File: config.mk
export PLATFORM = sky130hd
export DESIGN_NAME = nice_core
export DESIGN_NICKNAME = d
export VERILOG_FILES = /design/src/hdl/nice_pkg.sv /design/src/hdl/beat_counter.sv /design/src/hdl/nice_core.sv /design/src/hdl/nice_fsm.sv /design/src/hdl/row_buffer.sv /design/src/hdl/rowsum_acc.sv
export VERILOG_INCLUDE_DIRS = /design/src /design/src/include
export SDC_FILE = /design/constraint.sdc
export NUM_CORES = 1
export LEC_CHECK = 0
export BUFFER_PORTS_ARGS = -buffer_cell sky130_fd_sc_hd__buf_2
export CORE_MARGIN = 3
export CORE_UTILIZATION = 55
export DETAILED_ROUTE_END_ITERATION = 8
export PLACE_DENSITY = 0.84
export SETUP_SLACK_MARGIN = 0.1
export SLEW_MARGIN = 20
export SYNTH_ARGS = -nofsm -noshare
export SYNTH_HDL_FRONTEND = slang
export SYNTH_SLANG_ARGS = --single-unit
File: constraint.sdc
create_clock -name nice_clk -period 5.2 [get_ports nice_clk]
set_clock_uncertainty 0.1 [all_clocks]
set_input_delay 0.26 -clock nice_clk [delete_from_list [all_inputs] [get_ports nice_clk]]
set_output_delay 0.26 -clock nice_clk [all_outputs]
set_load 0.02 [all_outputs]
File: src/include/nice_defines.svh
// shared macros for the row buffer coprocessor
// word width, row geometry, address stride
// and the custom3 instruction field codes
`ifndef NICE_DEFINES_SVH
`define NICE_DEFINES_SVH

// data word and byte address width
`define NICE_XLEN 32

// words moved per instruction
`define NICE_ROW_LEN 3
// buffer entries, one spare beyond the row
`define NICE_BUF_DP 4
// width of a buffer index or a beat count
`define NICE_IDX_W 2
// byte step between consecutive words
`define NICE_STRIDE 4

// custom3 R-type opcode and function fields
`define NICE_OPC_CUSTOM3 7'b1111011
`define NICE_F3_BUF 3'b010
`define NICE_F3_ROWSUM 3'b110
`define NICE_F7_LBUF 7'b0000001
`define NICE_F7_SBUF 7'b0000010
`define NICE_F7_ROWSUM 7'b0000110

`endif

File: src/hdl/nice_pkg.sv
// shared types of the row buffer coprocessor
// width typedefs, fsm state and op enums,
// request, response and memory bus structs
`include "nice_defines.svh"

package nice_pkg;

   // widths with a meaning
   typedef logic [`NICE_XLEN-1:0] word_t;
   typedef logic [`NICE_XLEN-1:0] addr_t;
   typedef logic [`NICE_IDX_W-1:0] idx_t;

   // sequencer states, one per operation plus idle and response
   typedef enum logic [2:0] {
      IDLE,
      LBUF,
      SBUF,
      ROWSUM,
      RESP
   } nice_state_e;

   // operation kind, latched when the request is taken
   typedef enum logic [1:0] {
      OP_LBUF,
      OP_SBUF,
      OP_ROWSUM
   } nice_op_e;

   // core request: instruction word and rs1
   typedef struct packed {
      word_t inst;
      word_t rs1;
   } nice_req_t;

   // memory command, always a full word
   typedef struct packed {
      addr_t addr;
      logic  read;
      word_t wdata;
   } icb_cmd_t;

   // memory response beat
   typedef struct packed {
      word_t rdata;
      logic  err;
   } icb_rsp_t;

   // core response
   typedef struct packed {
      word_t rdat;
      logic  err;
   } nice_rsp_t;

endpackage

File: src/hdl/beat_counter.sv
// beat counters for one row transfer
// issued command count, received response count,
// last-beat flag and command address generation
`include "nice_defines.svh"

module beat_counter (
   input  logic            nice_clk,
   input  logic            nice_rst_n,
   input  logic            start,
   input  nice_pkg::addr_t base,
   input  logic            busy,
   input  logic            cmd_fire,
   input  logic            rsp_fire,
   output nice_pkg::idx_t  cmd_cnt,
   output nice_pkg::idx_t  rsp_cnt,
   output logic            cmd_pending,
   output logic            rsp_last,
   output nice_pkg::addr_t addr
);

   // row start address, captured at acceptance
   nice_pkg::addr_t base_q;

   always_ff @(posedge nice_clk) begin
      if (start) begin
         base_q <= base;
      end
   end

   //////////////////////////////////////////////////
   // counters
   //////////////////////////////////////////////////

   // issue count may run ahead of the response count,
   // the difference is the number of commands in flight
   always_ff @(posedge nice_clk or negedge nice_rst_n) begin
      if (!nice_rst_n) begin
         cmd_cnt <= '0;
         rsp_cnt <= '0;
      end else if (start) begin
         cmd_cnt <= '0;
         rsp_cnt <= '0;
      end else begin
         if (cmd_fire) begin
            cmd_cnt <= cmd_cnt + 1'b1;
         end
         if (rsp_fire) begin
            rsp_cnt <= rsp_cnt + 1'b1;
         end
      end
   end

   // stop issuing once the whole row is out
   assign cmd_pending = busy && (cmd_cnt < `NICE_ROW_LEN);

   // final response of the row
   assign rsp_last = rsp_fire && (rsp_cnt == nice_pkg::idx_t'(`NICE_ROW_LEN - 1));

   //////////////////////////////////////////////////
   // address
   //////////////////////////////////////////////////

   // word k sits at base + k * stride
   assign addr = base_q + nice_pkg::addr_t'(cmd_cnt) * nice_pkg::addr_t'(`NICE_STRIDE);

endmodule

File: src/hdl/nice_core.sv
// top level of the row buffer coprocessor
// handshake qualifiers, buffer write steering,
// memory command and core response assembly

module nice_core (
   input  logic                nice_clk,
   input  logic                nice_rst_n,
   input  logic                req_valid,
   output logic                req_ready,
   input  nice_pkg::nice_req_t req,
   output logic                rsp_valid,
   input  logic                rsp_ready,
   output nice_pkg::nice_rsp_t rsp,
   output logic                icb_cmd_valid,
   input  logic                icb_cmd_ready,
   output nice_pkg::icb_cmd_t  icb_cmd,
   input  logic                icb_rsp_valid,
   output logic                icb_rsp_ready,
   input  nice_pkg::icb_rsp_t  icb_rsp,
   output logic                active,
   output logic                mem_holdup
);

   //////////////////////////////////////////////////
   // internal nets
   //////////////////////////////////////////////////

   logic                  start;
   nice_pkg::nice_state_e state;
   nice_pkg::nice_op_e    op;
   logic                  rsp_last;
   logic                  cmd_fire;
   logic                  rsp_fire;
   logic                  cmd_pending;
   nice_pkg::idx_t        cmd_cnt;
   nice_pkg::idx_t        rsp_cnt;
   nice_pkg::addr_t       addr;
   nice_pkg::word_t       rd_data;
   nice_pkg::word_t       sum;
   logic                  err;

   // responses are never back-pressured
   assign icb_rsp_ready = 1'b1;
   assign cmd_fire      = icb_cmd_valid && icb_cmd_ready;
   // beats only count while an operation is running
   assign rsp_fire      = icb_rsp_valid && icb_rsp_ready && mem_holdup;

   nice_fsm u_fsm (
      .nice_clk  (nice_clk),  .nice_rst_n(nice_rst_n),
      .req_valid (req_valid), .req       (req),
      .rsp_ready (rsp_ready), .rsp_last  (rsp_last),
      .req_ready (req_ready), .start     (start),
      .state     (state),     .op        (op),
      .rsp_valid (rsp_valid), .active    (active),
      .mem_holdup(mem_holdup)
   );

   beat_counter u_beat (
      .nice_clk   (nice_clk),    .nice_rst_n(nice_rst_n),
      .start      (start),       .base      (req.rs1),
      .busy       (mem_holdup),  .cmd_fire  (cmd_fire),
      .rsp_fire   (rsp_fire),    .cmd_cnt   (cmd_cnt),
      .rsp_cnt    (rsp_cnt),     .cmd_pending(cmd_pending),
      .rsp_last   (rsp_last),    .addr      (addr)
   );

   // beat k lands in entry k, lbuf overwrites and rowsum adds
   row_buffer u_buf (
      .nice_clk(nice_clk), .nice_rst_n(nice_rst_n),
      .load_we (rsp_fire && (state == nice_pkg::LBUF)),
      .add_we  (rsp_fire && (state == nice_pkg::ROWSUM)),
      .wr_idx  (rsp_cnt),  .wr_data   (icb_rsp.rdata),
      .rd_idx  (cmd_cnt),  .rd_data   (rd_data)
   );

   rowsum_acc u_acc (
      .nice_clk (nice_clk),      .nice_rst_n(nice_rst_n),
      .start    (start),         .beat      (rsp_fire),
      .beat_data(icb_rsp.rdata), .beat_err  (icb_rsp.err),
      .sum      (sum),           .err       (err)
   );

   //////////////////////////////////////////////////
   // bus assembly
   //////////////////////////////////////////////////

   // write only during sbuf, data from the entry being issued
   assign icb_cmd_valid = cmd_pending;
   assign icb_cmd.addr  = addr;
   assign icb_cmd.read  = (state != nice_pkg::SBUF);
   assign icb_cmd.wdata = rd_data;

   // row total is returned for rowsum only
   assign rsp.rdat = (op == nice_pkg::OP_ROWSUM) ? sum : '0;
   assign rsp.err  = err;

endmodule

File: src/hdl/nice_fsm.sv
// request decode and operation sequencer
// custom3 field decode, start pulse, latched op kind,
// state register, handshake and status outputs
`include "nice_defines.svh"

module nice_fsm (
   input  logic                  nice_clk,
   input  logic                  nice_rst_n,
   input  logic                  req_valid,
   input  nice_pkg::nice_req_t   req,
   input  logic                  rsp_ready,
   input  logic                  rsp_last,
   output logic                  req_ready,
   output logic                  start,
   output nice_pkg::nice_state_e state,
   output nice_pkg::nice_op_e    op,
   output logic                  rsp_valid,
   output logic                  active,
   output logic                  mem_holdup
);

   //////////////////////////////////////////////////
   // decode
   //////////////////////////////////////////////////

   logic [6:0]         opcode;
   logic [2:0]         func3;
   logic [6:0]         func7;
   logic               is_custom3;
   logic               dec_lbuf;
   logic               dec_sbuf;
   logic               dec_rowsum;
   nice_pkg::nice_op_e dec_op;

   // R-type fields of the offered instruction
   assign opcode = req.inst[6:0];
   assign func3  = req.inst[14:12];
   assign func7  = req.inst[31:25];

   assign is_custom3 = (opcode == `NICE_OPC_CUSTOM3);
   assign dec_lbuf   = is_custom3 && (func3 == `NICE_F3_BUF) && (func7 == `NICE_F7_LBUF);
   assign dec_sbuf   = is_custom3 && (func3 == `NICE_F3_BUF) && (func7 == `NICE_F7_SBUF);
   assign dec_rowsum = is_custom3 && (func3 == `NICE_F3_ROWSUM) && (func7 == `NICE_F7_ROWSUM);

   // op kind of the decoded instruction, only meaningful with start
   assign dec_op = dec_sbuf   ? nice_pkg::OP_SBUF   :
                   dec_rowsum ? nice_pkg::OP_ROWSUM :
                                nice_pkg::OP_LBUF;

   // accepted in idle; anything unsupported is swallowed without start
   assign req_ready = (state == nice_pkg::IDLE);
   assign start     = req_valid && req_ready && (dec_lbuf || dec_sbuf || dec_rowsum);

   //////////////////////////////////////////////////
   // state register
   //////////////////////////////////////////////////

   nice_pkg::nice_state_e state_d;

   always_comb begin
      state_d = state;
      case (state)
         nice_pkg::IDLE: begin
            if (start) begin
               case (dec_op)
                  nice_pkg::OP_SBUF:   state_d = nice_pkg::SBUF;
                  nice_pkg::OP_ROWSUM: state_d = nice_pkg::ROWSUM;
                  default:             state_d = nice_pkg::LBUF;
               endcase
            end
         end
         // memory phase ends with the final response beat
         nice_pkg::LBUF, nice_pkg::SBUF, nice_pkg::ROWSUM: begin
            if (rsp_last) begin
               state_d = nice_pkg::RESP;
            end
         end
         // hold until the core response is taken
         nice_pkg::RESP: begin
            if (rsp_ready) begin
               state_d = nice_pkg::IDLE;
            end
         end
         default: state_d = nice_pkg::IDLE;
      endcase
   end

   always_ff @(posedge nice_clk or negedge nice_rst_n) begin
      if (!nice_rst_n) begin
         state <= nice_pkg::IDLE;
         op    <= nice_pkg::OP_LBUF;
      end else begin
         state <= state_d;
         // op kind stays valid through the response
         if (start) begin
            op <= dec_op;
         end
      end
   end

   //////////////////////////////////////////////////
   // status
   //////////////////////////////////////////////////

   assign rsp_valid  = (state == nice_pkg::RESP);
   assign mem_holdup = (state == nice_pkg::LBUF) || (state == nice_pkg::SBUF) ||
                       (state == nice_pkg::ROWSUM);
   // busy outside idle, or when a request is being offered
   assign active     = (state != nice_pkg::IDLE) || req_valid;

endmodule

File: src/hdl/row_buffer.sv
// row storage of the coprocessor
// word registers with overwrite (lbuf), column add (rowsum)
// and a combinational read port for sbuf write data
`include "nice_defines.svh"

module row_buffer (
   input  logic            nice_clk,
   input  logic            nice_rst_n,
   input  logic            load_we,
   input  logic            add_we,
   input  nice_pkg::idx_t  wr_idx,
   input  nice_pkg::word_t wr_data,
   input  nice_pkg::idx_t  rd_idx,
   output nice_pkg::word_t rd_data
);

   //////////////////////////////////////////////////
   // storage
   //////////////////////////////////////////////////

   nice_pkg::word_t buf_q [`NICE_BUF_DP];
   // entry selected for writing, feeds the column adder
   nice_pkg::word_t wr_old;
   nice_pkg::word_t col_sum;

   assign wr_old  = buf_q[wr_idx];
   // column accumulate wraps like the core adder
   assign col_sum = wr_old + wr_data;

   always_ff @(posedge nice_clk or negedge nice_rst_n) begin
      if (!nice_rst_n) begin
         for (int i = 0; i < `NICE_BUF_DP; i++) begin
            buf_q[i] <= '0;
         end
      end else if (load_we) begin
         // lbuf beat replaces the entry
         buf_q[wr_idx] <= wr_data;
      end else if (add_we) begin
         // rowsum beat adds into the entry
         buf_q[wr_idx] <= col_sum;
      end
   end

   //////////////////////////////////////////////////
   // read port
   //////////////////////////////////////////////////

   // indexed by the issue count during sbuf
   assign rd_data = buf_q[rd_idx];

endmodule

File: src/hdl/rowsum_acc.sv
// per-instruction accumulator
// running total of the received words
// and sticky OR of the memory error flags

module rowsum_acc (
   input  logic            nice_clk,
   input  logic            nice_rst_n,
   input  logic            start,
   input  logic            beat,
   input  nice_pkg::word_t beat_data,
   input  logic            beat_err,
   output nice_pkg::word_t sum,
   output logic            err
);

   nice_pkg::word_t sum_d;

   // next total with the current beat folded in
   assign sum_d = sum + beat_data;

   // both values hold after the last beat until the next start,
   // so they stay put while the response waits
   always_ff @(posedge nice_clk or negedge nice_rst_n) begin
      if (!nice_rst_n) begin
         sum <= '0;
         err <= 1'b0;
      end else if (start) begin
         sum <= '0;
         err <= 1'b0;
      end else if (beat) begin
         sum <= sum_d;
         // error is sticky for the whole instruction
         err <= err | beat_err;
      end
   end

   // total wraps modulo 2^XLEN
   // no saturation

endmodule

==> run metrics, run 1 <==
CP Data Arrival Time roughly 4500 ps; Hold WC Path Type primary input to register; I/O pins approximately 210; r2r startpoint u_beat.rsp_cnt[0]$_DFFE_PN0P_; Final WS setup ~920 ps; most frequent cell after synthesis nand2_1; Final #Nets between 1,500 and 2,000; VDD IR max 0.000328 V; Final Non-Filler Cells about 1,900; reg2reg end u_buf.buf_q[63]$_DFFE_PN0P_; Leak between 0.007 and 0.008 uW; clock sink count roughly 200; post-cts resize count 0; largest net degree at the start of global routing 78; fraction of registers with async set/reset 0.842; die area approximately 26,000 um2; Syn. warnings 0; Layout area overhead 18.2%; max-slew violation count 0; total number of vias around 12,000; GRT Residual Overflow 0; Via-to-Cell Ratio about 6.2; H-tree depth 1; R2R setup slack 920 ps; Finish-stage setup viols 0; max_slew headroom 0.290; synthesized area per cell between 9 and 10 um2; most area-hungry cell type in the Yosys netlist dfrtp_1; Commonest cells post-synth nand2_1 (214), dfrtp_1 (170), o21ai_0 (157); Worst EP required around 5500 ps; Netlist cell types 70; 1st-pass router iterations 6; register area share after synthesis 0.397; first-pass GRT wire length between 60 and 70 mm; Place WS 973 ps; Post-Syn Instances 1,353; CTS Root Cell clkbuf_16; crit share post-route 0.823; Clock Path Buffers 3; number of global-route vias before repair 11,600; post-synthesis mux area share 0.125; clock latency on the worst-skew pair 520 ps; FF+latch count, synth a little over 200; worst r2r path cells 12; area share of fa/ha/maj cells after synthesis 0.0702; DR WL/cell between 20 and 25 um; setup TNS 0 ps; Post-synth EDFFs 32; layout cells sized above 1 0.209; post-synthesis simple-gate area fraction 0.154; core region area roughly 23,000 um2; DRT antenna net count 0; Post-CTS Setup Inserts 0; Tot Pwr ~11,000 uW; prevailing post-synth register cell dfrtp_1; GRT Total Usage 0.286; worst slew pin tran approximately 1100 ps; status complete, no violations; critical path startpoint category register; Hold Path End u_fsm.state[1]$_DFFE_PN0P_; Yosys top cell area share 0.324; CTS tree done; hold path depth 4; routability cong. approximately 0.95; dpl hpwl around 26 mm; synth top area cells dfrtp_1 (32%), mux4_2 (11%), edfxtp_1 (7.3%); initial antenna violation count 3; Post-Synth XOR/XNOR Area 0.0513; Peak Freq 234 MHz; RSZ-0062 raised after global routing false; DRT Wirelength between 30 and 40 mm; Post-Syn Area roughly 13,000 um2; Worst-path clk slew 60 ps; Hold Vio Cnt, Final 0; number of max-cap violations 0; Post-Place Cells about 1,800; CP max FO 17; row count between 50 and 60; Hold Slack approximately 37 ps; DRT iter0 DRCs 1,153; main combinational cell family by area after synthesis compound AO/OA/AOI/OAI gates; Post-route DRC 0; IO buf count 190; hold path start req[57]; Die W about 160 um; CTS Buf Count 24; Setup CP Type register to register; Initial Util 0.570; crit end category register; Compound-Gate Fraction of Synth Area 0.174; chip height roughly 160 um; Pwr per Cell Area 731 nW/um2; Syn Nets around 1,500; final worst path period need 4280 ps
==> per-stage QoR <==
step / cell area (um2) / util
6_report: 15500 / 0.674
5_1_grt: 15500 / 0.674
4_1_cts: 15500 / 0.674
3_5_place_dp: 14300 / 0.622
3_3_place_gp: 14300 / 0.622
2_1_floorplan: 13100 / -
==> metal layers <==
layer,share of wire,GRT usage
met5,0,0
met3,0.087,0.0534
met1,0.40,0.375
met2,0.47,0.471
met4,0.041,0.118
==> placed cells by master, fill, tap and decap left out, types with 42 or more instances in the layout <==
| master | synthesis | final |
|---|---|---|
| xnor2_1 | 42 | 42 |
| ha_1 | 69 | 69 |
| and2_1 | 45 | 45 |
| nand2_1 | 214 | 214 |
| dfrtp_1 | 170 | 168 |
| mux4_2 | 64 | 64 |
| nor2_1 | 90 | 90 |
| buf_2 | 1 | 189 |
| a21oi_1 | 71 | 71 |
| o21ai_0 | 157 | 157 |
==> registers in the layout, summed over array words and instances (netlist names) <==
name	count
u_buf.buf_q	128
u_acc.sum	32
u_beat.base_q	32
u_fsm.state	3
u_beat.cmd_cnt	2
u_beat.rsp_cnt	2
u_fsm.op	2
u_acc.err	1
==> critical path, cell delays in order, from the launching register on <==
cell	delay, ps
dfrtp_2	760
buf_4	370
mux4_2	560
ha_1	420
and3_1	240
and3_1	210
nand2_1	80
or4_1	530
o22ai_1	180
nor2_1	70
o21a_1	190
o21ai_1	270
o21ai_0	150
==> power breakdown <==
part           switching, uW  internal, uW
clock                    664          1080
combinational           4070          2820
sequential               512          2210
==> final cells by class <==
cell class / instances / area (um2)
diodes: 3 / 7.51
clock buffers: 34 / 699
clock inverters: 9 / 118
fillers: 1650 / 7510
inverters: 20 / 75.1
multi-input cells: 1056 / 7560
flip-flops and latches: 202 / 5220
well taps: 313 / 392
repair buffers: 246 / 1470
==> cells by family after synthesis <==
| group | count (synthesis) |
|---|---|
| muxes | 84 |
| DFF | 202 |
| and+or+nand+nor | 446 |
| other | 1 |
| buffers and inverters | 95 |
| adders and majority gates | 72 |
| AOI/OAI and AO/OA | 376 |
| xor gates and xnor gates | 77 |
==> what timing repair did <==
item	CTS	global route
hold buffers	38	0
endpoints found under the setup margin	0	0
endpoints found under the hold margin	111	0
==> how the worst max path moves through the flow <==
| stage | from | endpoint | depth (start not counted) |
|---|---|---|---|
| finish | u_beat.rsp_cnt[0]$_DFFE_PN0P_ | u_buf.buf_q[63]$_DFFE_PN0P_ | 12 |
| global route | u_beat.rsp_cnt[0]$_DFFE_PN0P_ | u_buf.buf_q[52]$_DFFE_PN0P_ | 14 |
| CTS | u_beat.rsp_cnt[0]$_DFFE_PN0P_ | u_buf.buf_q[63]$_DFFE_PN0P_ | 12 |
| detailed placement | u_beat.rsp_cnt[0]$_DFFE_PN0P_ | u_buf.buf_q[63]$_DFFE_PN0P_ | 12 |
| global placement | u_beat.rsp_cnt[0]$_DFFE_PN0P_ | u_buf.buf_q[31]$_DFFE_PN0P_ | 12 |
| floorplan | u_fsm.state[1]$_DFFE_PN0P_ | u_fsm.state[0]$_DFFE_PN0P_ | 7 |
Power figures use the tool's default switching activity.
==> run 2, diff against run 1 <==
==> constraint.sdc (replaced) <==
create_clock -name nice_clk -period 4.4 [get_ports nice_clk]
set_clock_uncertainty 0.1 [all_clocks]
set_input_delay 0.22 -clock nice_clk [delete_from_list [all_inputs] [get_ports nice_clk]]
set_output_delay 0.22 -clock nice_clk [all_outputs]
set_load 0.02 [all_outputs]
==> run 2 against run 1 <==
- first-iteration DRC count up 6.6%
- register-to-register slack worse by 600 ps
- flip-flop and latch count unchanged
- maximum frequency is 4.9% higher
- worst setup slack got worse by 600 ps
- non-clock buffer count increased by 9
- largest cell class unchanged
- highest routed layer unchanged
==> run metrics, run 2 (synthesis gave the netlist of run 1 again) <==
status complete, no violations; critical path startpoint category register; crit share post-route 0.927 (+0.104); H-tree depth 1 (unchanged); worst r2r path cells 13 (+1); chip height 161 um (unchanged); first-pass GRT wire length 61.3 mm (+2.1%); die area 25,800 um2 (unchanged); IO buf count 190 (unchanged); number of max-cap violations 0 (unchanged); Final WS setup 321 ps (-600 ps); sequential power share 0.239 (about the same); DRT Wirelength 38.4 mm (+1.6%); clock latency on the worst-skew pair 520 ps (about the same); max_slew headroom 0.248 (-0.0418); Finish-stage setup viols 0 (unchanged); Hold Path End u_fsm.state[1]$_DFFE_PN0P_; RSZ-0062 raised after global routing false; DRT antenna net count 0 (unchanged); hold path start req[57]; number of flip-flops in the largest register 128 (unchanged); worst slew pin tran 1130 ps (+62.6 ps); layout cells sized above 1 0.215 (+0.00642); Clock Path Buffers 3 (unchanged); routability cong. 0.928 (-2.6%); largest net degree at the start of global routing 100 (+28%); Final #Nets 1,734 (+0.52%); CTS tree done; dpl hpwl 26.5 mm (+1.7%); CTS Buf Count 24 (unchanged); Hold WC Path Type primary input to register; combinational share of power 0.610 (+0.003); total number of vias 11,800 (+0.81%); Post-route DRC 0 (unchanged); Hold Vio Cnt, Final 0 (unchanged); Sw Share 0.461 (-0.00147); Setup CP Type register to register; Leak 0.00716 uW (+1.0%); Clock Power Share 0.151 (-0.002); Worst-path clk slew 60 ps (about the same); hold path depth 4 (unchanged); Place WS 243 ps (-730 ps); Top reg by flops u_buf.buf_q; number of global-route vias before repair 11,700 (+0.56%); CP Data Arrival Time 4350 ps (-190 ps); final worst path period need 4080 ps (-200 ps); r2r startpoint u_beat.rsp_cnt[1]$_DFFE_PN0P_; Pint 7250 uW (+19%); Die W 161 um (unchanged); reg2reg end u_buf.buf_q[52]$_DFFE_PN0P_; core region area 23,100 um2 (unchanged); GRT Residual Overflow 0 (unchanged); biggest regs u_buf.buf_q (128), u_acc.sum (32), u_beat.base_q (32); Sw Pwr 6190 uW (+18%); initial antenna violation count 3 (unchanged); CP max FO 11 (-6); crit end category register; DR WL/cell 20.3 um (+1.1%); Layout fillers 1,665 (+0.91%); most frequent cells in the layout nand2_1 (213), buf_2 (189), dfrtp_1 (168); Layout area overhead 19.1%; GRT Total Usage 0.293 (+0.00708); CTS Root Cell clkbuf_16; VDD IR max 0.000443 V (+35%); DRT iter0 DRCs 1,229 (+6.6%); Peak Freq 245 MHz (+4.9%); Pwr per Cell Area 859 nW/um2 (+18%); Via-to-Cell Ratio 6.23 (+0.33%); R2R setup slack 320 ps (-600 ps); 1st-pass router iterations 6 (unchanged); clock sink count 202 (unchanged); Worst EP required 4670 ps (-790 ps); I/O pins 207 (unchanged); Initial Util 0.570 (unchanged); max-slew violation count 0 (unchanged); most common cell after layout, fill and taps aside nand2_1; row count 55 (unchanged); setup TNS 0 ps (unchanged)
==> run 2: cell types whose count changed in the layout (fill, tap and decap cells not counted), sizes merged <==
cell / before / now
dlygate4sd3: 38 / 40
bufinv: 3 / 2
clkinvlp: 0 / 1
clkinv: 6 / 4
clkbuf: 34 / 36
buf: 208 / 215
==> run 2: worst max-delay path: stages, from the launching register on <==
cell and delay (ps):
dfrtp_1 660, buf_4 320, mux4_2 330, ha_1 230
a21o_1 190, a21o_1 180, a21oi_2 190, a2bb2oi_2 230
a31oi_1 180, o41ai_2 540, xor2_1 190, nor2_1 50
a21oi_1 350, o21ai_0 160
==> run 2: power groups by stage <==
stage	clock, uW	sequential [uW]	combinational, uW
2_1_floorplan	0	2980	6020
3_3_place_gp	0	3150	7690
3_5_place_dp	0	3220	7940
4_1_cts	2050	3200	8050
5_1_grt	2140	3290	8970
6_report	2030	3210	8200
==> run 2: stage by stage <==
| step | std cells | cell area, um2 | hold slack (ps) | power, uW | utilization |
|---|---|---|---|---|---|
| 2_1_floorplan | 1353 | 13200 | -176 | 9010 | - |
| 3_3_place_gp | 1803 | 14400 | 279 | 10800 | 0.625 |
| 3_5_place_dp | 1803 | 14400 | 284 | 11200 | 0.625 |
| 4_1_cts | 1886 | 15600 | 18.0 | 13300 | 0.677 |
| 5_1_grt | 1892 | 15700 | 59.7 | 14400 | 0.679 |
| 6_report | 1892 | 15700 | 26.7 | 13400 | 0.679 |
==> run 2: how the worst max path moves through the flow <==
stage                                             start                           end  slack [ps]  cells past startpoint
after floorplan           u_beat.rsp_cnt[0]$_DFFE_PN0P_   u_buf.buf_q[18]$_DFFE_PN0P_         280                     14
final                     u_beat.rsp_cnt[1]$_DFFE_PN0P_   u_buf.buf_q[52]$_DFFE_PN0P_         320                     13
after global placement    u_beat.rsp_cnt[0]$_DFFE_PN0P_  u_buf.buf_q[123]$_DFFE_PN0P_         360                     11
after CTS                 u_beat.rsp_cnt[0]$_DFFE_PN0P_   u_buf.buf_q[51]$_DFFE_PN0P_         200                     11
after global routing      u_beat.rsp_cnt[0]$_DFFE_PN0P_  u_buf.buf_q[123]$_DFFE_PN0P_         140                     11
after detailed placement  u_beat.rsp_cnt[0]$_DFFE_PN0P_   u_buf.buf_q[51]$_DFFE_PN0P_         240                     11
==> run 2: cell type report <==
cell class / count / area [um2] / share of cell area
Sequential cell: 202 / 5220 / 0.333
Clock inverter: 7 / 87.6 / 0.00559
Timing Repair Buffer: 255 / 1570 / 0.100
Inverter: 20 / 75.1 / 0.00479
Tap cell: 313 / 392 / 0.0250
Multi-Input combinational cell: 1056 / 7580 / 0.484
Antenna cell: 3 / 7.51 / 0.000479
Clock buffer: 36 / 727 / 0.0464
==> run 2: routing by layer <==
metal / share of wire / global-route usage
met1: 0.40 / 0.391
met2: 0.48 / 0.486
met3: 0.086 / 0.0454
met4: 0.037 / 0.112
met5: 0 / 0
==> run 2: what timing repair did <==
item / 4_1_cts / 5_1_grt
hold buffers: 40 / 0
setup endpoints to repair: 0 / 40
buffers inserted: 0 / 3
resized for setup: 0 / 2
endpoints found under the hold margin: 138 / 0
==> run 3, diff against run 2 <==
--- a/config.mk
+++ b/config.mk
@@ -9,6 +9,7 @@
 export BUFFER_PORTS_ARGS = -buffer_cell sky130_fd_sc_hd__buf_2
 export CORE_MARGIN = 3
 export CORE_UTILIZATION = 55
+export CTS_BUF_LIST = sky130_fd_sc_hd__clkbuf_4
 export DETAILED_ROUTE_END_ITERATION = 8
 export PLACE_DENSITY = 0.84
 export SETUP_SLACK_MARGIN = 0.1
==> run 3 against run 2 <==
- power shrank 2.5%
- sequential share of layout area shrank 0.39 points
- flip-flop and latch count is the same
- combinational power is essentially flat
- critical endpoint unchanged
- largest cell class unchanged
- largest power group unchanged
==> run metrics, run 3 (synthesis gave the netlist of run 1 again) <==
CP max FO 12 (+1); routability cong. 0.928 (unchanged); sequential power share 0.245 (+0.006); clock latency on the worst-skew pair 710 ps (+190 ps); DRT iter0 DRCs 1,168 (-5.0%); Pint 6840 uW (-5.6%); IO buf count 190 (unchanged); Clock Path Buffers 3 (unchanged); max-slew violation count 0 (unchanged); Post-Place Cells 1,803 (unchanged); most frequent cells in the layout nand2_1 (213), buf_2 (189), dfrtp_1 (168); chip height 161 um (unchanged); I/O pins 207 (unchanged); worst slew pin tran 1120 ps (-8.96 ps); Sw Pwr 6260 uW (+1.1%); Pwr per Cell Area 827 nW/um2 (-3.7%); fin area 15,800 um2 (+1.2%); most common cell after layout, fill and taps aside nand2_1; biggest regs u_buf.buf_q (128), u_acc.sum (32), u_beat.base_q (32); status complete, no violations; Initial Util 0.570 (unchanged); die area 25,800 um2 (unchanged); hold path start req[36]; r2r startpoint u_beat.rsp_cnt[0]$_DFFE_PN0P_; combinational share of power 0.627 (+0.017); RSZ-0062 raised after global routing false; Hold WC Path Type primary input to register; H-tree depth 2 (+1); number of max-cap violations 0 (unchanged); Setup CP Type register to register; worst setup path start u_beat.rsp_cnt[0]$_DFFE_PN0P_; DRT antenna net count 0 (unchanged); final worst path period need 4150 ps (+74.4 ps); Die W 161 um (unchanged); CTS Root Cell clkbuf_4; critical path startpoint category register; number of flip-flops in the largest register 128 (unchanged); crit end category register; Tot Pwr 13,100 uW (-2.5%); number of global-route vias before repair 12,300 (+5.6%); 1st-pass router iterations 6 (unchanged); total number of vias 12,200 (+3.5%); routing usage on met2 0.515 (+0.0291); dpl hpwl 26.5 mm (unchanged); initial antenna violation count 1 (-2); GRT Residual Overflow 0 (unchanged); Hold Vio Cnt, Final 0 (unchanged); GR peak layer met2; GRT Total Usage 0.306 (+0.0131); largest net degree at the start of global routing 100 (unchanged); Peak Freq 241 MHz (-1.8%); grt met3 use 0.0622 (+0.0168); Worst path slowest cell mux4_2; Finish-stage setup viols 0 (unchanged); Via-to-Cell Ratio 6.17 (-0.99%); row count 55 (unchanged); core region area 23,100 um2 (unchanged); layout cells sized above 1 0.229 (+0.0140); Top reg by flops u_buf.buf_q; DRT Wirelength 40.1 mm (+4.5%); CP Data Arrival Time 4570 ps (+220 ps); Sw Share 0.478 (+0.0173); clock sink count 202 (unchanged); Hold Slack 38.2 ps (+11.5 ps); CTS tree done; GR Util met1 0.386 (-0.00464); Post-route DRC 0 (unchanged); Clock Power Share 0.128 (-0.023); max_slew headroom 0.254 (+0.00599); Layout fillers 1,633 (-1.9%); VDD IR max 0.000432 V (-2.5%); first-pass GRT wire length 63.8 mm (+4.1%); DR WL/cell 20.3 um (about the same); crit share post-route 0.944 (+0.0169); CP Cell Sequence mux4_2 -> ha_1 -> nor2b_1 -> o21ai_1 -> a21boi_1 -> o211ai_1 -> a31oi_1 -> o41ai_2 -> xor2_1 -> nor2_1 -> a21oi_1 -> o21ai_0; setup TNS 0 ps (unchanged); Worst EP required 4810 ps (+140 ps); area post-placement 14,400 um2 (unchanged); Layout area overhead 20.5%; Worst-path clk slew 60 ps (about the same); CTS Buf Count 55 (+130%); Final Non-Filler Cells 1,977 (+4.5%); Leak 0.00729 uW (+1.8%); CP peak stage delay 570 ps (-90 ps); Final #Nets 1,799 (+3.7%)
## run 3: worst paths after layout
kind | end | slack (ps) | cells after the start
max | u_buf.buf_q[52]$_DFFE_PN0P_ | 250 | 12
min | u_fsm.state[1]$_DFFE_PN0P_ | 40 | 5
max reg2reg | u_buf.buf_q[52]$_DFFE_PN0P_ | 250 | 12
min reg2reg | u_buf.buf_q[45]$_DFFE_PN0P_ | 400 | 2
max in group asynchronous | u_buf.buf_q[89]$_DFFE_PN0P_ | 3230 | 3
min in group asynchronous | u_buf.buf_q[40]$_DFFE_PN0P_ | 110 | 2
## run 3: power groups by stage
stage	clock network [uW]	registers (uW)	logic, uW
2_1_floorplan	0	2980	6020
3_3_place_gp	0	3150	7690
3_5_place_dp	0	3220	7940
4_1_cts	1670	3190	8040
5_1_grt	1800	3290	8990
6_report	1670	3210	8220
## run 3: what timing repair did
item | in CTS | in global routing
resized for setup | 0 | 2
endpoints found under the setup margin | 0 | 41
hold buffers | 73 | 0
hold endpoints to repair | 258 | 0
buffers inserted | 0 | 4
## run 3: routing by layer
metal,vias up,wire [um]
li1,5493,-
met1,5864,15200
met2,699,19400
met3,144,3920
met4,0,1600
met5,-,0
## run 3: metrics by stage
step           setup slack (ps)   util
3_5_place_dp                243  0.625
4_1_cts                     215  0.685
5_1_grt                    72.0  0.687
2_1_floorplan               285      -
6_report                    246  0.687
3_3_place_gp                355  0.625
## run 3: critical path, delay by kind of cell (launching register included)
family                   cells  cell delay [ps]
flip-flops                   1              560
adder cells (fa/ha/maj)      1              360
AO/OA/AOI/OAI                7             1970
XOR/XNOR                     1              200
multiplexers                 1              570
AND/OR/NAND/NOR              2              230
## run 3: cell type report
cell class              count  area [um2]  share of cell area
clock inverters            24         128             0.00805
clock buffers              72         541              0.0341
well taps                 313         392              0.0247
diodes                      1        2.50            0.000158
flip-flops and latches    202        5220               0.329
multi-input cells        1056        7580               0.478
inverters                  20        75.1             0.00474
repair buffers            289        1910               0.120
